$ cat src/mmap_pkg.sv
`default_nettype none

package mmap_pkg;

  ////////////////////////////////////////
  // Widths
  ////////////////////////////////////////
  localparam int ADDR_W      = 32;
  localparam int DATA_W      = 32;
  localparam int KEY_W       = 8;
  localparam int LANES       = 4;  // Byte lanes per word
  localparam int DMEM_WORDS  = 1024;  // 4 KB data memory
  localparam int RAM_INDEX_W = $clog2(DMEM_WORDS);
  localparam int QUEUE_DEPTH = 8;
  localparam int QUEUE_PTR_W = $clog2(QUEUE_DEPTH);
  localparam int QUEUE_CNT_W = QUEUE_PTR_W + 1;  // Count reaches DEPTH

  typedef logic [ADDR_W-1:0]      addr_t;
  typedef logic [DATA_W-1:0]      word_t;
  typedef logic [KEY_W-1:0]       key_code_t;
  typedef logic [LANES-1:0]       byte_en_t;  // Bit 3 is lane 0, MSB
  typedef logic [RAM_INDEX_W-1:0] ram_index_t;

  // Access size, value 3 unsupported
  typedef enum logic [1:0] {
    SIZE_WORD = 2'd0,
    SIZE_BYTE = 2'd1,
    SIZE_HALF = 2'd2
  } access_size_t;

  ////////////////////////////////////////
  // Address map
  ////////////////////////////////////////
  localparam addr_t DMEM_LIMIT      = 32'h0000_1000;  // RAM below this
  localparam addr_t ADDR_KEY_CHAR   = 32'h0001_0000;  // Read pops queue
  localparam addr_t ADDR_KEY_STATUS = 32'h0001_0004;
  localparam addr_t ADDR_VIDEO_MODE = 32'h0001_0008;  // R/W, bit 0 only

  // Keyboard status word bits, rest read zero
  localparam int KEY_STATUS_NOT_EMPTY = 0;
  localparam int KEY_STATUS_FULL      = 1;
  localparam int KEY_STATUS_DROP      = 2;  // Sticky until status read

endpackage

`default_nettype wire

$ cat src/char_q_if.sv
`timescale 1ns/1ns
`default_nettype none

// Read side of the keyboard queue
interface char_q_if;
  import mmap_pkg::*;

  logic      pop;    // One entry per cycle
  key_code_t head;   // Oldest code, valid when not empty
  logic      empty;
  logic      full;

  modport controller (
    output pop,
    input  head, empty, full
  );

  modport queue (
    input  pop,
    output head, empty, full
  );

endinterface

`default_nettype wire

$ cat src/char_queue.sv
`timescale 1ns/1ns
`default_nettype none

module char_queue (
  input  wire                 clk,
  input  wire                 rst_n,
  // Decoded key events
  input  wire                 key_valid_i,  // One-cycle pulse
  input  wire                 key_make_i,   // Low for break events
  input  mmap_pkg::key_code_t key_code_i,
  char_q_if.queue             q,
  output logic                drop_o        // Valid key lost to full queue
);
  import mmap_pkg::*;

  key_code_t              entries [QUEUE_DEPTH];
  logic [QUEUE_PTR_W-1:0] wr_ptr;
  logic [QUEUE_PTR_W-1:0] rd_ptr;
  logic [QUEUE_CNT_W-1:0] count;
  logic                   accept;
  logic                   push;
  logic                   pop;

  ////////////////////////////////////////
  // Filtering
  ////////////////////////////////////////
  assign accept = key_valid_i & key_make_i & (key_code_i != '0);  // Makes only
  assign push   = accept & ~q.full;
  assign drop_o = accept & q.full;
  assign pop    = q.pop & ~q.empty;

  ////////////////////////////////////////
  // Pointers and count
  ////////////////////////////////////////
  always_ff @(posedge clk or negedge rst_n) begin
    if (!rst_n) begin
      wr_ptr <= '0;
      rd_ptr <= '0;
      count  <= '0;
    end else begin
      if (push) begin
        wr_ptr <= wr_ptr + 1'b1;  // Wraps at depth
      end
      if (pop) begin
        rd_ptr <= rd_ptr + 1'b1;
      end
      case ({push, pop})
        2'b10:   count <= count + 1'b1;
        2'b01:   count <= count - 1'b1;
        default: count <= count;  // Both or neither
      endcase
    end
  end

  always_ff @(posedge clk) begin
    if (push) begin
      entries[wr_ptr] <= key_code_i;
    end
  end

  // Head is combinational
  assign q.head  = entries[rd_ptr];
  assign q.empty = (count == '0);
  assign q.full  = (count == QUEUE_CNT_W'(QUEUE_DEPTH));

endmodule

`default_nettype wire

$ cat src/flat_wrapper.sv
// flat-port wrapper written by rule: the top's interface ports become plain ports
module char_queue_flat import mmap_pkg::*;
  (clk, rst_n, key_valid_i, key_make_i, key_code_i, drop_o, q_pop, q_head, q_empty, q_full);
  char_q_if q_i ();
  input  wire clk;
  input  wire rst_n;
  input  wire key_valid_i;
  input  wire key_make_i;
  input  mmap_pkg::key_code_t key_code_i;
  output logic drop_o;
  input wire logic [$bits(q_i.pop)-1:0] q_pop;
  output wire logic [$bits(q_i.head)-1:0] q_head;
  output wire logic [$bits(q_i.empty)-1:0] q_empty;
  output wire logic [$bits(q_i.full)-1:0] q_full;
  assign q_i.pop = q_pop;
  assign q_head = q_i.head;
  assign q_empty = q_i.empty;
  assign q_full = q_i.full;
  char_queue u_core (.clk(clk), .rst_n(rst_n), .key_valid_i(key_valid_i), .key_make_i(key_make_i), .key_code_i(key_code_i), .q(q_i), .drop_o(drop_o));
endmodule
$ cat config.mk
export PLATFORM = sky130hd
export DESIGN_NAME = char_queue_flat
export DESIGN_NICKNAME = d
export VERILOG_FILES = /design/src/mmap_pkg.sv /design/src/char_q_if.sv /design/src/char_queue.sv /design/src/flat_wrapper.sv
export SDC_FILE = /design/constraint.sdc
export NUM_CORES = 1
export LEC_CHECK = 0
export BUFFER_PORTS_ARGS = -buffer_cell sky130_fd_sc_hd__buf_4
export CELL_PAD_IN_SITES_DETAIL_PLACEMENT = 0
export CELL_PAD_IN_SITES_GLOBAL_PLACEMENT = 1
export CORE_ASPECT_RATIO = 1.1
export CORE_MARGIN = 1
export CORE_UTILIZATION = 45
export DETAILED_ROUTE_END_ITERATION = 10
export PLACE_DENSITY = 0.67
export SETUP_SLACK_MARGIN = 0.4
export SLEW_MARGIN = 10
export SYNTH_ARGS = -nofsm -noshare
export SYNTH_HDL_FRONTEND = slang
export SYNTH_SLANG_ARGS = --single-unit
$ cat constraint.sdc
create_clock -name clk -period 4.3 [get_ports clk]
set_input_delay 0.215 -clock clk [delete_from_list [all_inputs] [get_ports clk]]
set_output_delay 0.215 -clock clk [all_outputs]
set_load 0.1 [all_outputs]
* After elaboration in Yosys (flattened, before gate mapping)
Memories as Yosys holds them, arrays and structs flattened. Cells that the tools add are included.
Word-level totals: bits in writable memories 64, memories 1, input bits 13, output and inout port bits 11, word-level logic and storage cells 24, bits in registers 10
Cells by class: add/sub/neg operators 4, mux-type cells 3, reduce and logical (&&, ||, !) cells 3, bitwise gates (word level) 7, equality and inequality tests 3
Memories:
- u_core.entries | depth 8, width 8, rd ports 1, clocked after memory_dff 0, write ports 1, RTL line char_queue.sv:16 | key_code_t entries [QUEUE_DEPTH];
Operator list (count):
- one-hot mux 4 bit (2 select lines) | 1
- nonzero test 8 bit | 1
- adder 3 x 1 -> 3 bit, second input constant | 2
- AND 1 bit | 5
- adder 4 x 1 -> 4 bit, second input constant | 1
- equality test 4 bit, second input constant | 1
- logical NOT 4 bit | 1
- subtractor 4 x 1 -> 4 bit, second input constant | 1
- equality test 2 x 1 -> 1 bit, second input constant | 1
- equality test 2 bit, second input constant | 1
- two-way mux 1 bit | 2
- NOT 1 bit | 2
- nonzero test 2 bit | 1

* Logic depth before layout (Yosys ltp)
Gate-level depths: netlist of the first run.
depth after elaboration 5, gate-level depth with buffers 9, mapped depth without buffers 9

* Worst setup path after synthesis of the first run
OpenSTA, ideal clock, no wires.
kind reg-to-reg, start point register u_core.count[2], end point register u_core.count[3], clock period less this slack 5.033 ns, stages on the path, launching flop included 10, required time 4.221 ns, setup time 0.079 ns, arrival 4.954 ns, setup slack -0.733 ns, buffers on the path 0, cells stage by stage dfrtp_1 > nor4_1 > nand2b_1 > inv_1 > ha_1 > ha_1 > a21oi_1 > a21oi_1 > nor3_1 > xor2_1
On the way: word-level cells in the longest chain between the ends 5, elaborated cells between the ends (all ways) 12, those cells by class add/sub: 2; eq/ne: 3; mux: 1; bitwise: 4; reduce/logical: 2
RTL lines:
- start: declaration | RTL line char_queue.sv:19 | logic [QUEUE_CNT_W-1:0] count;
- start signal: assignment | RTL line char_queue.sv:48 | 2'b10: count <= count + 1'b1;
- start signal: assignment | RTL line char_queue.sv:49 | 2'b01: count <= count - 1'b1;
- start signal: assignment | RTL line char_queue.sv:50 | default: count <= count;
- logical NOT 4 bit * | RTL line char_queue.sv:63 | assign q.empty = (count == '0);
- net q_empty | RTL line flat_wrapper.sv:13 | output wire logic [$bits(q_i.empty)-1:0] q_empty;
- NOT 1 bit * | RTL line char_queue.sv:30 | assign pop = q.pop & ~q.empty;
- AND 1 bit * | RTL line char_queue.sv:30
- net u_core.pop | RTL line char_queue.sv:22 | logic pop;
- equality test 2 x 1 -> 1 bit / equality test 2 bit (equally long branches) | RTL line char_queue.sv:47 | case ({push, pop})
- one-hot mux 4 bit (2 select lines) / nonzero test 2 bit (equally long branches)
Mark *: on every way through the listed nets, which the timed path passes. The rest lies on a longest branch. A chain may end at the register's enable or synchronous reset.

* Worst setup path in the final report of the first run
start point register u_core.rd_ptr[0], end point output q_head[2]
On the way: word-level cells in the longest chain between the ends 1
RTL lines:
- start: declaration | RTL line char_queue.sv:18 | logic [QUEUE_PTR_W-1:0] rd_ptr;
- start signal: assignment | RTL line char_queue.sv:45 | rd_ptr <= rd_ptr + 1'b1;
- memory (8 x 8 bit)
- end: declaration | RTL line flat_wrapper.sv:12 | output wire logic [$bits(q_i.head)-1:0] q_head;
No other way between the ends.

==> metrics.md, run 1 <==
| Metric | Value |
|---|---|
| Mapped Nets | 179 |
| Area Growth Syn to Fin | 17.00% |
| CTS H-tree lvls | 3 |
| Worst-Margin Slew | 932.8 ps |
| Max cap viols | 0 |
| Switching Fraction | 40.43% |
| Fin crit share | 62.71% |
| Worst setup margin | 1604 ps |
| # DRC | 0 |
| Largest net degree at the start of global routing | 19 |
| Vias in the first global route | 1602 |
| Initial Utilization | 46.89% |
| Average via count per standard cell | 5.619 |
| Final TNS setup | 0 ps |
| Synth Instances | 160 |
| Endpoint, Worst Hold | u_core.entries[6][5] |
| Int Pwr | 1.627 mW |
| Outcome | finished clean |
| I/O Pins | 24 |
| Min-delay src | key_code_i[5] |
| Netlist Area Pre-Place | 3092 um^2 |
| LEAKAGE | 1.317 nW |
| Pre-Repair DR Iteration Count | 4 |
| Reg2reg end | u_core.count[3] |
| Crit start category | flop |
| Worst reg2reg path startpoint | u_core.count[2] |
| Antenna Violating Nets Remaining | 0 |
| Critical path arrival | 2480 ps |
| Clock Skew | 6.220 ps |
| DRT Wirelength | 5481 um |
| R2R cell count | 9 |
| Gr ovfl total | 0 |
| Final Net Count | 213 |
| Switching power | 1.104 mW |
| VDD IR-drop max | 0.4387 mV |
| Die height | 88.94 um |
| Root Driver | clkbuf_8 |
| Reg power frac | 37.9% |
| Worst Path Required | 4090 ps |
| Syn avg cell area | 19.32 um^2 |
| Clock sink count | 74 |
| Clock Pin Slew Worst Setup and Hold Paths | 70 ps |
| PortBufs | 23 |
| Crit-path max FO | 18 |
| Fmax | 370.9 MHz |
| Postcts setup bufs | 0 |
| Max-slew violations | 0 |
| Worst Setup Slack post-DPL | 1897 ps |
| Combinational Power Share | 39.1% |
| FF+latch count, synth | 74 |
| Synth warn | 0 |
| Skew-Pair Late Insertion Delay | 340 ps |
| Core area | 6594 um^2 |
| DR iter-0 viols | 120 |
| GRT Total Usage | 17.41% |
| FF-to-FF setup slack | 1980 ps |
| Crit path capture type | output port |
| Initial antenna violation count | 0 |
| Synth cell types | 25 |
| Final Critical Period | 2696 ps |
| Post-synthesis sequential area ratio | 70.25% |
| Power Density | 755.2 nW/um^2 |
| Worst Path Class, Setup | flop to output port |
| CTS Buf Count | 9 |
| WL/cell | 19.51 um |
| Final Setup Violations | 0 |
| RSZ-0062 raised after global routing | no |
| Final GP Congestion | 0.7426 |
| Vias | 1579 |
| Slew headroom | 37.81% |
| Hold Vio Cnt, Final | 0 |
| Hold Crit Depth | 1 |
| Share of post-route cells with drive strength above 1 | 27.14% |
| FP Rows | 31 |
| Clk buf depth | 2 |
| Post-DP HPWL | 3593 um |
| CTS tree | built |
| # diodes | 0 |
| Die footprint | 7206 um^2 |
| Clock network power share | 22.9% |
| First-pass GRT wire length | 8452 um |
| Width of the die | 81.03 um |
| Worst min path class | primary input to flop |
[what timing repair did]
item,4_1_cts,5_1_grt
hold buffers,1,0
resized for setup,0,0
endpoints found under the hold margin,10,0
[cells in the mapped netlist]
master / number / area (um^2)
nand2_1: 11 / 41.29
a21o_1: 1 / 7.510
mux2_2: 9 / 101.4
nor4_1: 6 / 37.54
nand2b_1: 2 / 12.51
dfrtp_1: 10 / 250.2
and3_1: 1 / 6.260
xor2_1: 2 / 17.52
clkbuf_1: 2 / 7.510
inv_1: 5 / 18.77
fa_1: 1 / 20.02
nor2_1: 2 / 7.510
nor3_1: 6 / 30.03
xnor2_1: 5 / 43.79
o21ai_0: 1 / 5.000
buf_2: 1 / 5.000
buf_12: 1 / 20.02
edfxtp_1: 64 / 1922
ha_1: 5 / 62.56
mux4_1: 16 / 420.4
nand3_1: 3 / 15.01
buf_6: 1 / 11.26
buf_1: 1 / 3.750
a21oi_1: 3 / 15.01
mux2i_1: 1 / 10.01
[layout make-up]
class / instances / area (um^2)
fill: 546 / 2977
sequential: 74 / 2172
multi-input combinational: 75 / 869.6
timing repair buffer: 29 / 220.2
clock buffer: 11 / 131.4
clock inverter: 5 / 102.6
tap: 82 / 102.6
inverter: 5 / 18.77
[through the flow]
step	hold slack, ps	instances	utilization (%)	area (um^2)	total power, mW
2_1_floorplan	-80.59	160	-	3098	1.932
3_3_place_gp	54.40	264	51.16	3373	2.107
3_5_place_dp	60.39	264	51.16	3373	2.132
4_1_cts	104.0	281	54.86	3617	2.757
5_1_grt	97.30	281	54.86	3617	2.852
6_report	113.8	281	54.86	3617	2.732
[logic make-up (layout without fill, tap and decap cells)]
kind of cell | Yosys count | count (layout) | share of synthesized area, %
flops | 74 | 74 | 70.25
simple gates | 31 | 31 | 4.857
mux | 26 | 26 | 17.20
buf+inv | 11 | 50 | 2.145
xor+xnor | 7 | 7 | 1.983
fa+ha+maj | 6 | 6 | 2.671
compound gates | 5 | 5 | 0.8901
[state kept, by name (all words and copies together) (netlist names)]
name and flops:
u_core.count 4, u_core.entries 64, u_core.wr_ptr 3, u_core.rd_ptr 3
[how the worst max path moves through the flow]
stage	endpoint	slack (ps)	cells past startpoint	startpoint
after floorplan	u_core.count[3]	540	9	u_core.count[2]
after global placement	u_core.count[3]	1940	10	key_code_i[1]
after detailed placement	u_core.count[3]	1900	10	key_code_i[1]
after CTS	q_head[5]	1540	3	u_core.rd_ptr[0]
after global routing	q_head[2]	1480	3	u_core.rd_ptr[0]
final	q_head[2]	1600	3	u_core.rd_ptr[0]
[layout by cell type (no fill, tap or decap), types with 4 or more instances in the layout]
master,instances
buf_4,28
clkbuf_8,9
dfrtp_1,10
edfxtp_1,64
ha_1,5
inv_1,5
mux2_2,9
mux4_1,16
nand2_1,11
nor3_1,4
nor4_1,5
xnor2_1,5
[routing by layer]
metal	up-vias	wire (um)	track usage [%]
li1	720	-	-
met1	813	2377	21.58
met2	35	2794	27.58
met3	11	220	5.510
met4	0	89	8.929
met5	-	0	0
[power by group through the flow]
| stage | combinational (mW) | clock (mW) | sequential, mW |
|---|---|---|---|
| 5_1_grt | 1.13 | 0.668 | 1.05 |
| 2_1_floorplan | 0.993 | 0 | 0.938 |
| 3_3_place_gp | 1.06 | 0 | 1.05 |
| 4_1_cts | 1.08 | 0.638 | 1.04 |
| 3_5_place_dp | 1.08 | 0 | 1.05 |
| 6_report | 1.07 | 0.627 | 1.04 |
[critical path: stages (launching register included)]
cell     delay, ps
dfrtp_1        950
mux4_1         650
mux2_2         290
buf_4          240
No activity file was read; power rests on OpenSTA's default activity.
==> inputs of run 2 (changes only) <==
==> constraint.sdc (replaced) <==
create_clock -name clk -period 2.6 [get_ports clk]
set_input_delay 0.13 -clock clk [delete_from_list [all_inputs] [get_ports clk]]
set_output_delay 0.13 -clock clk [all_outputs]
set_load 0.1 [all_outputs]
==> run 2 against run 1 <==
Sequential share of layout area is 1.3 points lower. Core utilization is 1.2 points higher. Register-to-register slack worse by 1500 ps. Critical path depth is 1 higher. Clock-buffer cell count is 2 lower. Via count is 1.7% lower. Power is 63% higher. Flip-flop and latch count stayed put. Clock power is 32% higher. Sequential power is 60% higher. Global-route usage hardly changed. Largest cell class unchanged.
==> metrics.md, run 2 (synthesized netlist as in run 1, its figures left out) <==
| Metric | Value |
|---|---|
| Top Layer Used | met4 (unchanged) |
| CP Launch Point | u_core.rd_ptr[0] (unchanged) |
| Flip-flop and latch area | 2175 um^2 (was 2172 um^2) |
| Hold Vio Cnt, Final | 0 (unchanged) |
| # diodes | 0 (unchanged) |
| CTS Buf Count | 9 (unchanged) |
| Initial antenna violation count | 0 (unchanged) |
| Antenna Violating Nets Remaining | 0 (unchanged) |
| Vias | 1552 (was 1579) |
| Worst-Margin Slew | 616.8 ps (was 932.8 ps) |
| Clk buf depth | 2 (unchanged) |
| Worst min path class | primary input to flop (unchanged) |
| Power Density | 1207 nW/um^2 (was 755.2 nW/um^2) |
| CTS tree | built (unchanged) |
| PortBufs | 23 (unchanged) |
| Vias in the first global route | 1580 (was 1602) |
| Worst Path Required | 2470 ps (was 4090 ps) |
| Die height | 88.94 um (unchanged) |
| Final Setup Violations | 0 (unchanged) |
| RSZ-0062 raised after global routing | no (unchanged) |
| I/O Pins | 24 (unchanged) |
| Worst hold slack | 32.58 ps (was 113.8 ps) |
| Worst setup margin | 487.6 ps (was 1604 ps) |
| Pre-Repair DR Iteration Count | 4 (unchanged) |
| Clock Skew | 5.482 ps (was 6.220 ps) |
| DRT Wirelength | 5450 um (was 5481 um) |
| Fin crit share | 81.25% |
| Root Driver | clkbuf_8 (unchanged) |
| Outcome | finished clean (unchanged) |
| # DRC | 0 (unchanged) |
| Fmax | 473.4 MHz |
| Number of fillers in the final layout | 537 (was 546) |
| Crit start category | flop (unchanged) |
| Post-Route M1 WL | 2368 um (was 2377 um) |
| Post-DP HPWL | 3673 um (was 3593 um) |
| DR iter-0 viols | 60 (was 120) |
| Final Critical Period | 2112 ps |
| Average via count per standard cell | 5.352 (was 5.619) |
| Area Growth Syn to Fin | 19.63% (was 17.00%) |
| Final GP Congestion | 0.8259 (was 0.7426) |
| Initial Utilization | 46.89% (unchanged) |
| VDD IR-drop max | 0.7404 mV (was 0.4387 mV) |
| Crit-path max FO | 10 (was 18) |
| Slew headroom | 58.56% (was 37.81%) |
| GRT Total Usage | 17.39% (was 17.41%) |
| CTS H-tree lvls | 3 (unchanged) |
| LEAKAGE | 1.347 nW (was 1.317 nW) |
| Top Registers | u_core.entries x64, u_core.count x4 (unchanged) |
| First-pass GRT wire length | 8445 um (was 8452 um) |
| Clock sink count | 74 (unchanged) |
| Core area | 6594 um^2 (unchanged) |
| Skew-Pair Late Insertion Delay | 340 ps (about the same) |
| Critical path arrival | 1980 ps (was 2480 ps) |
| Max-slew violations | 0 (unchanged) |
| Setup crit end | q_head[3] (was q_head[2]) |
| Share of post-route cells with drive strength above 1 | 35.10% (was 27.14%) |
| Reg2reg end | u_core.count[3] (unchanged) |
| Width of the die | 81.03 um (unchanged) |
| Most common cell after layout, fill and taps aside | edfxtp_1 (unchanged) |
| FP Rows | 31 (unchanged) |
| WL met2 | 2826 um (was 2794 um) |
| Post-DP Area | 3478 um^2 (was 3373 um^2) |
| Met3 Wirelength | 143 um (was 220 um) |
| Worst reg2reg path startpoint | u_core.count[2] (unchanged) |
| Gr ovfl total | 0 (unchanged) |
| Most frequent cells in the layout | edfxtp_1 (64), buf_4 (36), mux4_1 (16) (was edfxtp_1 (64), buf_4 (28), mux4_1 (16), nand2_1 (11), dfrtp_1 (10)) |
| Placed Cells | 271 (was 264) |
| Crit path capture type | output port (unchanged) |
| Clock Pin Slew Worst Setup and Hold Paths | 70 ps (about the same) |
| Max cap viols | 0 (unchanged) |
| Final Net Count | 222 (was 213) |
| FF-to-FF setup slack | 500 ps (was 1980 ps) |
| Max reg flops | 64 (unchanged) |
| R2R cell count | 9 (unchanged) |
| Min-delay src | key_code_i[0] (was key_code_i[5]) |
| Fin cells | 290 (was 281) |
| Largest Register | u_core.entries (unchanged) |
| WL/cell | 18.79 um (was 19.51 um) |
| Worst Path Class, Setup | flop to output port (unchanged) |
| Worst Setup Slack post-DPL | 328.7 ps (was 1897 ps) |
| Largest net degree at the start of global routing | 18 (was 19) |
| Die footprint | 7206 um^2 (unchanged) |
| Area of the multi-input gates | 924.6 um^2 (was 869.6 um^2) |
| Design area | 3699 um^2 (was 3617 um^2) |
-- run 2: routing by layer --
layer  GRT usage, %  vias to the layer above
li1               -                      738
met1          21.81                      772
met2          28.72                       29
met3          3.367                       13
met4          9.253                        0
met5              0                        -
-- run 2: worst min-delay path by stage --
stage          slack [ps]  cells past startpoint              endpoint
2_1_floorplan        -170                      0       u_core.count[0]
3_3_place_gp          -30                      1       u_core.count[1]
3_5_place_dp          -30                      1       u_core.count[0]
4_1_cts                20                      1  u_core.entries[5][0]
5_1_grt                30                      1  u_core.entries[2][4]
6_report               30                      1  u_core.entries[4][0]
-- run 2: power by group --
part	switching [mW]	internal [mW]	total (mW)
Sequential	0.208	1.45	1.66
Clock	0.396	0.431	0.827
Combinational	1.26	0.710	1.97
-- run 2: area by class of cell --
cell class | instances | area share (%)
Tap cell | 82 | 2.774
Multi-Input combinational cell | 75 | 25.00
Inverter | 5 | 0.5751
Sequential cell | 74 | 58.80
Timing Repair Buffer | 38 | 7.882
Clock inverter | 7 | 1.624
Clock buffer | 9 | 3.349
-- run 2: what timing repair did --
item / 4_1_cts / 5_1_grt
resized for setup: 2 / 3
hold buffers: 1 / 0
pin swaps: 0 / 1
hold endpoints to repair: 10 / 0
buffers inserted: 0 / 2
setup endpoints to repair: 9 / 3
-- run 2: worst max-delay path, stage by stage (launching register included) --
cell and delay (ps):
dfrtp_1 360, buf_6 180, mux4_1 590, mux2_2 290, buf_4 230
-- run 2: through the flow --
| stage | total power, mW | utilization [%] | setup TNS (ps) |
|---|---|---|---|
| after floorplan | 3.277 | - | -664.8 |
| after global placement | 3.600 | 52.75 | 0 |
| after detailed placement | 3.650 | 52.75 | 0 |
| after CTS | 4.476 | 55.75 | 0 |
| after global routing | 4.664 | 56.09 | 0 |
| final | 4.463 | 56.09 | 0 |
==> inputs of run 3 (changes only) <==
--- a/config.mk
+++ b/config.mk
@@ -5,6 +5,7 @@
 export SDC_FILE = /design/constraint.sdc
 export NUM_CORES = 1
 export LEC_CHECK = 0
+export ABC_AREA = 1
 export BUFFER_PORTS_ARGS = -buffer_cell sky130_fd_sc_hd__buf_4
 export CELL_PAD_IN_SITES_DETAIL_PLACEMENT = 0
 export CELL_PAD_IN_SITES_GLOBAL_PLACEMENT = 1
@@ -12,7 +13,7 @@
 export CORE_MARGIN = 1
 export CORE_UTILIZATION = 45
 export DETAILED_ROUTE_END_ITERATION = 10
-export PLACE_DENSITY = 0.67
+export PLACE_DENSITY = 0.72
 export SETUP_SLACK_MARGIN = 0.4
 export SLEW_MARGIN = 10
 export SYNTH_ARGS = -nofsm -noshare
==> constraint.sdc (replaced) <==
create_clock -name clk -period 2.02 [get_ports clk]
set_input_delay 0.101 -clock clk [delete_from_list [all_inputs] [get_ports clk]]
set_output_delay 0.101 -clock clk [all_outputs]
set_load 0.1 [all_outputs]
==> run 3 against run 2 <==
Non-clock buffer count rose by 24. Clock power rose by 46%. Worst hold slack got worse by 19 ps. Highest routed layer unchanged.
==> metrics.md, run 3 <==
| Metric | Value |
|---|---|
| Outcome | finished clean (unchanged) |
| Commonest cells in the netlist | nor2_1 (69), edfxtp_1 (64), nand2_1 (62), o21ai_1 (28), inv_1 (21) (was edfxtp_1 (64), mux4_1 (16), nand2_1 (11), dfrtp_1 (10), mux2_2 (9)) |
| VDD IR-drop max | 1.924 mV (was 0.7404 mV) |
| Clock sink count | 74 (unchanged) |
| CP Launch Point | u_core.rd_ptr[0] (unchanged) |
| Slew headroom | 80.68% (was 58.56%) |
| Vias in the first global route | 2337 (was 1580) |
| Post-DP Area | 3676 um^2 (was 3478 um^2) |
| Largest area contributor in the netlist | edfxtp_1 (unchanged) |
| CTS tree | built (unchanged) |
| FF+latch count, synth | 74 (unchanged) |
| Ranking of synthesized cells by area | edfxtp_1 (58%), nor2_1 (7.8%), dfrtp_1 (7.6%) (was edfxtp_1 (62%), mux4_1 (14%), dfrtp_1 (8.1%)) |
| First-pass GRT wire length | 11990 um (was 8445 um) |
| Most common cell after layout, fill and taps aside | edfxtp_1 (unchanged) |
| Crit-path max FO | 19 (was 10) |
| LEAKAGE | 1.721 nW (was 1.347 nW) |
| CTS H-tree lvls | 3 (unchanged) |
| Clock Skew | 3.732 ps (was 5.482 ps) |
| Min-delay src | key_code_i[0] (unchanged) |
| Worst-Margin Slew | 288.8 ps (was 616.8 ps) |
| Initial antenna violation count | 0 (unchanged) |
| Synth warn | 0 (unchanged) |
| Most frequent cells in the layout | edfxtp_1 (64), nor2_1 (60), nand2_1 (53), buf_4 (33), o21ai_1 (30) (was edfxtp_1 (64), buf_4 (36), mux4_1 (16)) |
| Synth cell types | 24 (was 25) |
| Top-area cell type share of the netlist area | 58.23% (was 62.16%) |
| Share of post-route cells with drive strength above 1 | 26.46% (was 35.10%) |
| DRT Wirelength | 7513 um (was 5450 um) |
| Post-synth EDFFs | 64 (unchanged) |
| Crit path capture type | output port (unchanged) |
| Die footprint | 7682 um^2 (was 7206 um^2) |
| Worst min path class | primary input to flop (unchanged) |
| CTS Buf Count | 9 (unchanged) |
| Root Driver | clkbuf_8 (unchanged) |
| Worst Path Class, Setup | flop to output port (unchanged) |
| Post-DP HPWL | 4487 um (was 3673 um) |
| Max reg flops | 64 (unchanged) |
| Worst Path Required | 1920 ps (was 2470 ps) |
| Antenna Violating Nets Remaining | 0 (unchanged) |
| Post-synth ARST share | 13.51% (unchanged) |
| RSZ-0062 raised after global routing | yes (was no) |
| Hold Vio Cnt, Final | 0 (unchanged) |
| FP Rows | 32 (was 31) |
| DR iter-0 viols | 145 (was 60) |
| Final Critical Period | 1773 ps |
| # diodes | 0 (unchanged) |
| PortBufs | 23 (unchanged) |
| Clk buf depth | 2 (unchanged) |
| Clock Pin Slew Worst Setup and Hold Paths | 70 ps (about the same) |
| Worst reg2reg path startpoint | u_core.count[1] (was u_core.count[2]) |
| Worst setup margin | 246.8 ps (was 487.6 ps) |
| Fin crit share | 87.78% |
| Critical path arrival | 1670 ps (was 1980 ps) |
| Post-synthesis sequential area ratio | 65.81% (was 70.25%) |
| Gr ovfl total | 0 (unchanged) |
| Top Registers | u_core.entries x64, u_core.count x4 (unchanged) |
| Die height | 91.83 um (was 88.94 um) |
| Average via count per standard cell | 5.045 (was 5.352) |
| Skew-Pair Late Insertion Delay | 340 ps (about the same) |
| Fmax | 564.0 MHz |
| Width of the die | 83.66 um (was 81.03 um) |
| Power Density | 1724 nW/um^2 (was 1207 nW/um^2) |
| Vias | 2336 (was 1552) |
| Worst Setup Slack post-DPL | 179.1 ps (was 328.7 ps) |
| Final GP Congestion | 0.7583 (was 0.8259) |
| Mapped Nets | 331 (was 179) |
| Syn avg cell area | 10.58 um^2 (was 19.32 um^2) |
| Design area | 4277 um^2 (was 3699 um^2) |
| # DRC | 0 (unchanged) |
| Pre-Repair DR Iteration Count | 4 (unchanged) |
| Max-slew violations | 0 (unchanged) |
| Final Setup Violations | 0 (unchanged) |
| Crit start category | flop (unchanged) |
| Largest net degree at the start of global routing | 21 (was 18) |
| Netlist Area Pre-Place | 3301 um^2 (was 3092 um^2) |
| Final TNS setup | 0 ps (unchanged) |
| I/O Pins | 24 (unchanged) |
| Most common flop cell mapped by yosys | edfxtp_1 (unchanged) |
| Initial Utilization | 46.84% (was 46.89%) |
| Synth Instances | 312 (was 160) |
| Max cap viols | 0 (unchanged) |
| Final Net Count | 392 (was 222) |
| Cell with the most instances after synthesis | nor2_1 (was edfxtp_1) |
| Largest Register | u_core.entries (unchanged) |
| GRT Total Usage | 21.27% (was 17.39%) |
| WL/cell | 16.23 um (was 18.79 um) |
| Core area | 7047 um^2 (was 6594 um^2) |
| Area Growth Syn to Fin | 29.57% (was 19.63%) |
run 3: changes by cell type in the layout (fill, tap and decap cells not counted), sizes merged, moves of 16 or more:
| cell | before | now |
|---|---|---|
| nor2 | 2 | 70 |
| nand2 | 11 | 62 |
| o21ai | 1 | 43 |
| buf | 37 | 54 |
| inv | 5 | 22 |
| mux4 | 16 | 0 |
run 3: cell type report:
| cell class | count | area [um^2] |
|---|---|---|
| Timing Repair Buffer | 62 | 664.4 |
| Multi-Input combinational cell | 202 | 1025 |
| Fill cell | 587 | 2770 |
| Tap cell | 85 | 106.4 |
| Sequential cell | 74 | 2173 |
| Inverter | 24 | 98.84 |
| Clock buffer | 10 | 127.6 |
| Clock inverter | 6 | 81.33 |
run 3: layer usage:
layer  GRT usage [%]  share of wire (%)  vias up
met5               0                  0        -
met4           8.333                1.8        0
met3           4.320                4.1       15
met2           36.72                 52       46
met1           26.24                 42     1107
li1                -                  -     1168
run 3: final timing paths:
path | to | slack [ps] | cells past startpoint
worst max-delay path | q_head[2] | 250 | 8
worst min-delay path | u_core.entries[3][0] | 10 | 1
worst max register to register | u_core.count[3] | 270 | 11
worst min register to register | u_core.count[3] | 560 | 2
max in group asynchronous | u_core.rd_ptr[0] | 1730 | 2
min in group asynchronous | u_core.count[2] | 130 | 2
run 3: timing repair:
action                                 4_1_cts  5_1_grt
endpoints found under the hold margin       44        8
pin swaps                                    5        2
setup endpoints to repair                   17       65
cloned                                       0        0
resized for setup                           40       18
setup buffers                               12        1
hold buffers                                 7        1
run 3: report_power, final:
group,total [mW],internal (mW),switching [mW]
clock,1.21,0.687,0.523
combinational,4.14,1.54,2.60
sequential,2.02,1.86,0.167
total,7.37,4.08,3.29
run 3: logic make-up (layout without fill, tap and decap cells):
| group | Yosys count | in the layout | share of synthesized area, % |
|---|---|---|---|
| xor gates and xnor gates | 4 | 4 | 1.062 |
| and+or+nand+nor | 149 | 149 | 18.12 |
| adders and majority gates | 6 | 6 | 2.502 |
| buffers and inverters | 36 | 102 | 5.875 |
| DFF | 74 | 74 | 65.81 |
| AOI/OAI and AO/OA | 43 | 43 | 6.634 |
run 3: metrics by stage:
stage               total power, mW  cells  util, %  hold WS, ps
floorplan                     4.711    312        -       -194.6
global placement              5.396    426    52.17       -57.58
detailed placement            5.450    426    52.17       -57.55
CTS                           7.344    461    59.61       0.5662
global route                  7.823    463    60.69        5.146
finish                        7.373    463    60.69        13.72
run 3: critical path, cell delays in order (launching register included):
cell	delay, ps
dfrtp_2	490
buf_12	180
nor2_1	100
nor2_1	40
o21ai_1	90
o21ai_1	90
nand2_1	80
nand2_2	80
buf_12	170
